File: src/hw/xosera_pkg.sv
package xosera_pkg;

    // host bus polarity
    localparam logic CS_ENABLED = 1'b0;            // bus_cs_n_i is active low
    localparam logic RNW_READ   = 1'b1;            // bus_rd_nwr_i high means read

    // host register numbers, 4 bits on the bus
    typedef enum logic [3:0] {
        XR_ADDR    = 4'h0,                         // memory address for DATA accesses
        XR_DATA    = 4'h1,                         // memory data window
        XR_INC     = 4'h2,                         // signed step added to ADDR after DATA
        XR_SCRATCH = 4'h3                          // plain storage
    } xr_reg_e;                                    // numbers 4 to 15 are unused

    // register request from bus_interface to reg_block
    // reg_num, wr_data and odd_byte follow the synchronized bus while select is held,
    // the strobes are single-cycle pulses
    typedef struct packed {
        xr_reg_e     reg_num;                      // synchronized register number
        logic [15:0] wr_data;                      // paired word for a write
        logic        odd_byte;                     // bytesel of the access, 1 for odd
        logic        wr_stb;                       // odd-byte write, one cycle
        logic        rd_stb;                       // any read access, one cycle
    } bus_req_t;                                   // 23 bits

    // memory request from reg_block to vram
    typedef struct packed {
        logic [15:0] addr;                         // word address, low VRAM_AW bits used
        logic [15:0] wr_data;                      // word to write
        logic        wr_en;                        // write at addr this cycle
        logic        rd_en;                        // read at addr, data next cycle
    } vram_req_t;                                  // 34 bits

endpackage
File: src/hw/xosera_host_top.sv
`timescale 1ns/1ps

module xosera_host_top import xosera_pkg::*; #(
    parameter int VRAM_AW = 8                      // memory is 2**VRAM_AW words
) (
    input  logic       clk,
    input  logic       reset_i,                    // synchronous reset
    input  logic       bus_cs_n_i,                 // asynchronous host bus
    input  logic       bus_rd_nwr_i,
    input  logic [3:0] bus_reg_num_i,
    input  logic       bus_bytesel_i,
    input  logic [7:0] bus_data_i,
    output logic [7:0] bus_data_o
);

    bus_req_t    bus_req;                          // register request
    logic [15:0] rd_word;                          // register read word
    vram_req_t   vram_req;                         // memory request
    logic [15:0] vram_rd_data;                     // memory read data

    bus_interface u_bus_interface (
        .clk           (clk),
        .reset_i       (reset_i),
        .bus_cs_n_i    (bus_cs_n_i),
        .bus_rd_nwr_i  (bus_rd_nwr_i),
        .bus_reg_num_i (bus_reg_num_i),
        .bus_bytesel_i (bus_bytesel_i),
        .bus_data_i    (bus_data_i),
        .bus_data_o    (bus_data_o),
        .req_o         (bus_req),
        .rd_word_i     (rd_word)
    );

    reg_block #(
        .VRAM_AW (VRAM_AW)
    ) u_reg_block (
        .clk         (clk),
        .reset_i     (reset_i),
        .req_i       (bus_req),
        .rd_word_o   (rd_word),
        .vram_o      (vram_req),
        .vram_data_i (vram_rd_data)
    );

    vram #(
        .VRAM_AW (VRAM_AW)
    ) u_vram (
        .clk       (clk),
        .req_i     (vram_req),
        .rd_data_o (vram_rd_data)
    );

endmodule

File: src/hw/vram.sv
`timescale 1ns/1ps

module vram import xosera_pkg::*; #(
    parameter int VRAM_AW = 8                      // word address width
) (
    input  logic        clk,
    input  vram_req_t   req_i,                     // request from reg_block
    output logic [15:0] rd_data_o                  // registered read data
);

    localparam int DEPTH = 2 ** VRAM_AW;           // words in the array

    logic [15:0]        mem [DEPTH];               // word storage
    logic [VRAM_AW-1:0] word_addr;                 // in-range part of the address

    assign word_addr = req_i.addr[VRAM_AW-1:0];

    // single port
    // a write and a read in the same cycle would return the old word
    always_ff @(posedge clk) begin
        if (req_i.wr_en) begin
            mem[word_addr] <= req_i.wr_data;
        end
        if (req_i.rd_en) begin
            rd_data_o <= mem[word_addr];           // valid the cycle after rd_en
        end
    end

endmodule

File: src/hw/reg_block.sv
`timescale 1ns/1ps

module reg_block import xosera_pkg::*; #(
    parameter int VRAM_AW = 8                      // memory word address width
) (
    input  logic        clk,
    input  logic        reset_i,                   // synchronous reset
    input  bus_req_t    req_i,                     // request from bus_interface
    output logic [15:0] rd_word_o,                 // word of the selected register
    output vram_req_t   vram_o,                    // memory request
    input  logic [15:0] vram_data_i                // memory read data, one cycle after rd_en
);

    // prefetch sequence after ADDR writes and DATA accesses
    typedef enum logic [1:0] {
        IDLE,                                      // buffer valid, nothing pending
        FETCH,                                     // rd_en at the new address
        LOAD                                       // memory data lands in the buffer
    } fetch_state_e;

    fetch_state_e state_r;

    logic [15:0] addr_r;                           // ADDR
    logic [15:0] inc_r;                            // INC, signed step
    logic [15:0] scratch_r;                        // SCRATCH
    logic [15:0] rd_buf_r;                         // prefetched word seen through DATA

    logic        data_wr;                          // DATA write this cycle
    logic        data_rd;                          // odd-byte DATA read this cycle

    assign data_wr = req_i.wr_stb && (req_i.reg_num == XR_DATA);
    assign data_rd = req_i.rd_stb && req_i.odd_byte && (req_i.reg_num == XR_DATA);

    always_ff @(posedge clk) begin
        if (reset_i) begin
            state_r   <= IDLE;
            addr_r    <= 16'h0000;
            inc_r     <= 16'h0000;
            scratch_r <= 16'h0000;
            rd_buf_r  <= 16'h0000;
        end else begin
            case (state_r)
                FETCH: state_r <= LOAD;
                LOAD: begin
                    rd_buf_r <= vram_data_i;       // prefetch complete
                    state_r  <= IDLE;
                end
                default: ;
            endcase

            // strobes are taken in any state, bus spacing keeps them apart
            if (req_i.wr_stb) begin
                case (req_i.reg_num)
                    XR_ADDR: begin
                        addr_r  <= req_i.wr_data;  // new address, then prefetch it
                        state_r <= FETCH;
                    end
                    XR_DATA: begin
                        addr_r  <= addr_r + inc_r; // memory written at old addr this cycle
                        state_r <= FETCH;
                    end
                    XR_INC:     inc_r     <= req_i.wr_data;
                    XR_SCRATCH: scratch_r <= req_i.wr_data;
                    default: ;                     // unused numbers drop writes
                endcase
            end

            if (data_rd) begin
                addr_r  <= addr_r + inc_r;         // host just took the old buffer
                state_r <= FETCH;
            end
        end
    end

    // read word for the register now on the bus
    always_comb begin
        case (req_i.reg_num)
            XR_ADDR:    rd_word_o = addr_r;
            XR_DATA:    rd_word_o = rd_buf_r;
            XR_INC:     rd_word_o = inc_r;
            XR_SCRATCH: rd_word_o = scratch_r;
            default:    rd_word_o = 16'h0000;      // 4 to 15 read as zero
        endcase
    end

    // memory request, address trimmed to the memory size
    always_comb begin
        vram_o.addr    = 16'(addr_r[VRAM_AW-1:0]);
        vram_o.wr_data = req_i.wr_data;
        vram_o.wr_en   = data_wr;
        vram_o.rd_en   = (state_r == FETCH);
    end

endmodule

File: src/hw/bus_interface.sv
`timescale 1ns/1ps

module bus_interface import xosera_pkg::*; (
    input  logic        clk,                       // fast clock, well above bus rate
    input  logic        reset_i,                   // synchronous reset
    input  logic        bus_cs_n_i,                // register select, active low
    input  logic        bus_rd_nwr_i,              // 1 = read, 0 = write
    input  logic [3:0]  bus_reg_num_i,             // register number
    input  logic        bus_bytesel_i,             // 0 = even byte, 1 = odd byte
    input  logic [7:0]  bus_data_i,                // host write data
    output logic [7:0]  bus_data_o,                // host read data
    output bus_req_t    req_o,                     // request to reg_block
    input  logic [15:0] rd_word_i                  // word of the synchronized register
);

    // one synchronizer stage of the bus lines other than select
    typedef struct packed {
        logic       read;                          // active-high read
        logic       bytesel;                       // odd byte flag
        logic [3:0] reg_num;                       // register number
        logic [7:0] data;                          // data byte
    } bus_sample_t;

    bus_sample_t sync1_r;                          // first stage, may be metastable
    bus_sample_t sync2_r;                          // settled copy, the one acted on

    // select history, shifted right
    // bit 3 is the first stage, bit 2 the settled sample, bits 1:0 older samples
    logic [3:0]  sel_r;
    logic        sel_rise;                         // filtered rising edge of select
    logic        write;                            // settled access is a write

    logic        wr_stb_r;                         // write strobe
    logic        rd_stb_r;                         // read strobe

    logic [3:0]  even_reg_r;                       // register of the buffered even byte
    logic [7:0]  even_data_r;                      // buffered even byte

    // select must be seen on two samples in a row after a low sample,
    // so a single-cycle pulse never matches
    assign sel_rise = (sel_r[2:0] == 3'b110);
    assign write    = ~sync2_r.read;

    // read byte follows the settled bytesel continuously
    assign bus_data_o = sync2_r.bytesel ? rd_word_i[7:0] : rd_word_i[15:8];

    // synchronizers, payload only
    always_ff @(posedge clk) begin
        sync1_r.read    <= (bus_rd_nwr_i == RNW_READ);
        sync1_r.bytesel <= bus_bytesel_i;
        sync1_r.reg_num <= bus_reg_num_i;
        sync1_r.data    <= bus_data_i;
        sync2_r         <= sync1_r;
    end

    // select edge detect, strobes and even byte buffer
    always_ff @(posedge clk) begin
        if (reset_i) begin
            sel_r       <= 4'b0000;
            wr_stb_r    <= 1'b0;
            rd_stb_r    <= 1'b0;
            even_reg_r  <= 4'h0;
            even_data_r <= 8'h00;
        end else begin
            sel_r    <= {(bus_cs_n_i == CS_ENABLED), sel_r[3:1]};  // select made active high
            wr_stb_r <= 1'b0;                      // strobes default low
            rd_stb_r <= 1'b0;

            if (sel_rise) begin
                if (!write) begin
                    rd_stb_r <= 1'b1;              // every read gets a strobe
                end else if (sync2_r.bytesel) begin
                    wr_stb_r <= 1'b1;              // odd byte completes the word
                end else begin
                    even_reg_r  <= sync2_r.reg_num;  // hold even byte until odd arrives
                    even_data_r <= sync2_r.data;
                end
            end
        end
    end

    // request toward reg_block
    always_comb begin
        req_o.reg_num  = xr_reg_e'(sync2_r.reg_num);
        req_o.odd_byte = sync2_r.bytesel;
        req_o.wr_stb   = wr_stb_r;
        req_o.rd_stb   = rd_stb_r;
        if (sync2_r.reg_num == even_reg_r) begin
            req_o.wr_data = {even_data_r, sync2_r.data};  // matched pair, full word
        end else begin
            req_o.wr_data = {8'h00, sync2_r.data};        // lone odd byte, upper zero
        end
    end

endmodule

File: config.mk
export PLATFORM = sky130hd
export DESIGN_NAME = xosera_host_top
export DESIGN_NICKNAME = d
export VERILOG_FILES = /design/src/hw/xosera_pkg.sv /design/src/hw/xosera_host_top.sv /design/src/hw/vram.sv /design/src/hw/reg_block.sv /design/src/hw/bus_interface.sv
export SDC_FILE = /design/constraint.sdc
export NUM_CORES = 2
export LEC_CHECK = 0
export BUFFER_PORTS_ARGS = -buffer_cell sky130_fd_sc_hd__clkbuf_2
export CAP_MARGIN = 0
export CORE_MARGIN = 4
export CORE_UTILIZATION = 50
export CTS_CLUSTER_SIZE = 28
export DETAILED_ROUTE_END_ITERATION = 7
export PLACE_DENSITY = 0.65
export SETUP_SLACK_MARGIN = 0.2
export SYNTH_ARGS = -nofsm -noshare
export SYNTH_HDL_FRONTEND = slang
export SYNTH_SLANG_ARGS = --single-unit
File: constraint.sdc
create_clock -name clk -period 8.2 [get_ports clk]
set_input_delay 0.41 -clock clk [delete_from_list [all_inputs] [get_ports clk]]
set_output_delay 0.41 -clock clk [all_outputs]
set_load 0.01 [all_outputs]
==> summary.md <==
| Metric | Value |
|---|---|
| Outcome | `finished with violations` |
| Failing checks | `max-capacitance violations, max-slew violations` |
| DRT antenna net count | `0` |
| Period utilization | `67.04%` |
| Commonest cells in the netlist | `4112 x edfxtp_1, 1173 x mux4_2, 362 x nor2_1` |
| Final nets | `7410` |
| Total power | `0.04282 W` |
| P&R area growth vs syn | `12.57%` |
| Largest net degree at the start of global routing | `203` |
| Leading cell type by number of instances after synthesis | `edfxtp_1` |
| WP buf/inv | `2` |
| Die Y | `576.5 um` |
| Detail Placement HPWL | `251.7 mm` |
| Post-CTS Hold Buffers | `15` |
| Slew headroom | `-14.62%` |
| Slowest stage delay, CP | `1.04 ns` |
| Filler cells | `23070` |
| Seq/Total Area, Yosys | `77.80%` |
| Setup Crit Path Kind | `register to register` |
| Achievable frequency | `181.9 MHz` |
| Hold_sp | `bus_data_i[2]` |
| Yosys Warn Count | `0` |
| Area share of the largest cell type after synthesis | `76.41%` |
| Die ar. | `0.3324 mm2` |
| Core area | `0.3214 mm2` |
| Routed WL | `433.2 mm` |
| Root Buffer Master | `clkbuf_16` |
| Synth async-reset ratio | `0%` |
| Synth Cell Area | `0.1616 mm2` |
| Leading area contributor after synthesis | `edfxtp_1` |
| Critical path, cell by cell | `buf_12, buf_4, mux4_2, mux2i_1, o32ai_1, nor4_1, nand3_1, or4_1` |
| Final hold vios | `0` |
| Buffer count from post-CTS setup fixing | `0` |
| Post-Syn Nets | `7079` |
| TritonCTS Buffers | `419` |
| Worst skew pair latency | `0.99 ns` |
| Minimum clock period | `5.497 ns` |
| Port Buffers | `24` |
| Pins over their slew limit | `133` |
| Tot GR Track Use | `25.96%` |
| CTS max path bufs | `4` |
| RSZ-0062 raised after global routing | `false` |
| Worst min path class | `input port to register` |
| Residual DRC | `0` |
| Layout Skew | `0.06855 ns` |
| EDFF count, synth | `4112` |
| Worst setup SP type | `register` |
| Worst slew pin tran | `1.719 ns` |
| FP Rows | `208` |
| Mean Syn Cell Area | `22.95 um2` |
| CTS tree | `yes` |
| # Max-Cap Violations | `1` |
| Vias | `78410` |
| Pwr/cell area | `235.4 mW/mm2` |
| Worst-path fanout max | `94` |
| Reg clk slew, reported paths | `0.06 ns` |
| # clock sinks | `4224` |
| # setup viols final | `0` |
| Setup crit end kind | `register` |
| Pre-antenna DRT Iters | `8` |
| Fraction of layout instances using a drive strength above 1 | `29.58%` |
| Routed wire per std cell | `35.97 um` |
| Worst vdd ir | `0.1774 mV` |
| Starting Density | `50.28%` |
| Unique masters post-synth | `55` |
| Die Span X | `576.5 um` |
| Cells after Synth | `7043` |
| Synth Register Bits | `4224` |
| Dominant synthesized flop cell | `edfxtp_1` |
| Critical-path top delay cell | `dfxtp_4` |
| GPL Wtd Cong | `0.8996` |
| Antenna violations before repair | `21` |
| Crit path arrival time | `6.20 ns` |
| DR vias/cell | `6.511` |
| Leakage | `58.52 nW` |
| Total Neg Setup Slack | `0 ns` |
| First-pass GRT wire length | `609.4 mm` |
| Htree depth | `5` |
| Origin of the critical flop-to-flop path | `u_reg_block.addr_r[1]` |
| I/O Pins | `25` |
| Vias in the first global route | `77360` |
| Area contributors post-synth | `edfxtp_1 76%, mux4_2 16%, dfxtp_1 1.4%` |
| Iter 0 DRT Violations | `12090` |
| Post-CTS resize count | `0` |
| CP Launch Point | `u_reg_block.addr_r[1]` |
| CP delay by family, top | `simple AND/OR/NAND/NOR gates` |
| Critical Path RT | `8.91 ns` |
| Total grt overflow | `0` |
## stage by stage
step	std cells	utilization [%]	worst slack (ns)	hold WS (ns)	cell area, um2
6_report	12040	56.60	2.703	0.08474	181900
4_1_cts	12030	56.58	2.830	0.01796	181900
5_1_grt	12030	56.59	2.756	0.07089	181900
2_1_floorplan	7043	-	2.693	0.3096	161600
3_3_place_gp	11240	52.31	2.711	0.3108	168100
3_5_place_dp	11240	52.31	2.841	0.3118	168100
## power breakdown
| group | switching, W | total [W] | internal (W) |
|---|---|---|---|
| Sequential | 0.0000438 | 0.0235 | 0.0235 |
| Combinational | 0.000171 | 0.000196 | 0.0000253 |
| Clock | 0.00812 | 0.0191 | 0.0110 |
## cell type report
class / count / area [um2] / share of cell area [%]
timing repair buffer: 314 / 2668 / 1.466
tap: 4305 / 5386 / 2.961
sequential: 4224 / 125800 / 69.14
multi-input combinational: 2406 / 34410 / 18.91
clock inverter: 239 / 2440 / 1.341
clock buffer: 536 / 11150 / 6.127
inverter: 9 / 71.32 / 0.03920
antenna: 10 / 25.02 / 0.01376
## cells by family (layout without fill, tap and decap cells)
group | after synthesis | in the layout | share of synthesized area (%)
xor gates and xnor gates | 13 | 13 | 0.07046
muxes | 1297 | 1297 | 17.12
AOI/OAI and AO/OA | 426 | 426 | 1.916
buffers and inverters | 413 | 1098 | 1.250
DFF | 4224 | 4224 | 77.80
and+or+nand+nor | 651 | 651 | 1.700
adders and majority gates | 19 | 19 | 0.1518
other | 0 | 10 | 0
## per-layer routing
| metal | vias up | track usage [%] | routed length [um] | share of wire (%) |
|---|---|---|---|---|
| met5 | - | 0 | 55 | 0.013 |
| li1 | 30760 | - | - | - |
| met4 | 8 | 10.08 | 18850 | 4.4 |
| met2 | 4476 | 40.10 | 205500 | 47 |
| met1 | 42360 | 36.65 | 165200 | 38 |
| met3 | 802 | 5.710 | 43600 | 10 |
## cell usage in the layout (no fill, tap or decap), types with 98 or more instances in the layout
master,n
buf_4,248
edfxtp_1,4112
nand2_1,134
nor2_2,177
clkbuf_16,427
clkbuf_1,103
mux2i_1,124
mux4_2,1173
nor2_1,184
dfxtp_1,98
## flip-flops by register name (all words and copies together), names as in the netlist
signal / count
u_reg_block.rd_buf_r: 16
u_bus_interface.wr_stb_r: 1
u_bus_interface.sync2_r: 9
u_bus_interface.rd_stb_r: 1
u_reg_block.state_r: 2
u_bus_interface.even_reg_r: 4
u_reg_block.scratch_r: 16
u_bus_interface.sel_r: 4
u_reg_block.inc_r: 16
u_bus_interface.even_data_r: 8
u_bus_interface.req_o: 5
u_reg_block.addr_r: 16
u_vram.mem: 4096
u_bus_interface.sync1_r: 14
u_vram.rd_data_o: 16
## path summary, 6_finish.rpt
| check | endpoint | slack [ns] | cells after the start |
|---|---|---|---|
| setup / recovery | u_vram.rd_data_o[9] | 2.70 | 8 |
| hold / removal | u_bus_interface.sync1_r[2] | 0.08 | 2 |
| setup reg to reg | u_vram.rd_data_o[9] | 2.70 | 8 |
| hold reg to reg | u_bus_interface.req_o[20] | 0.32 | 0 |
No activity file was read; power rests on OpenSTA's default activity.
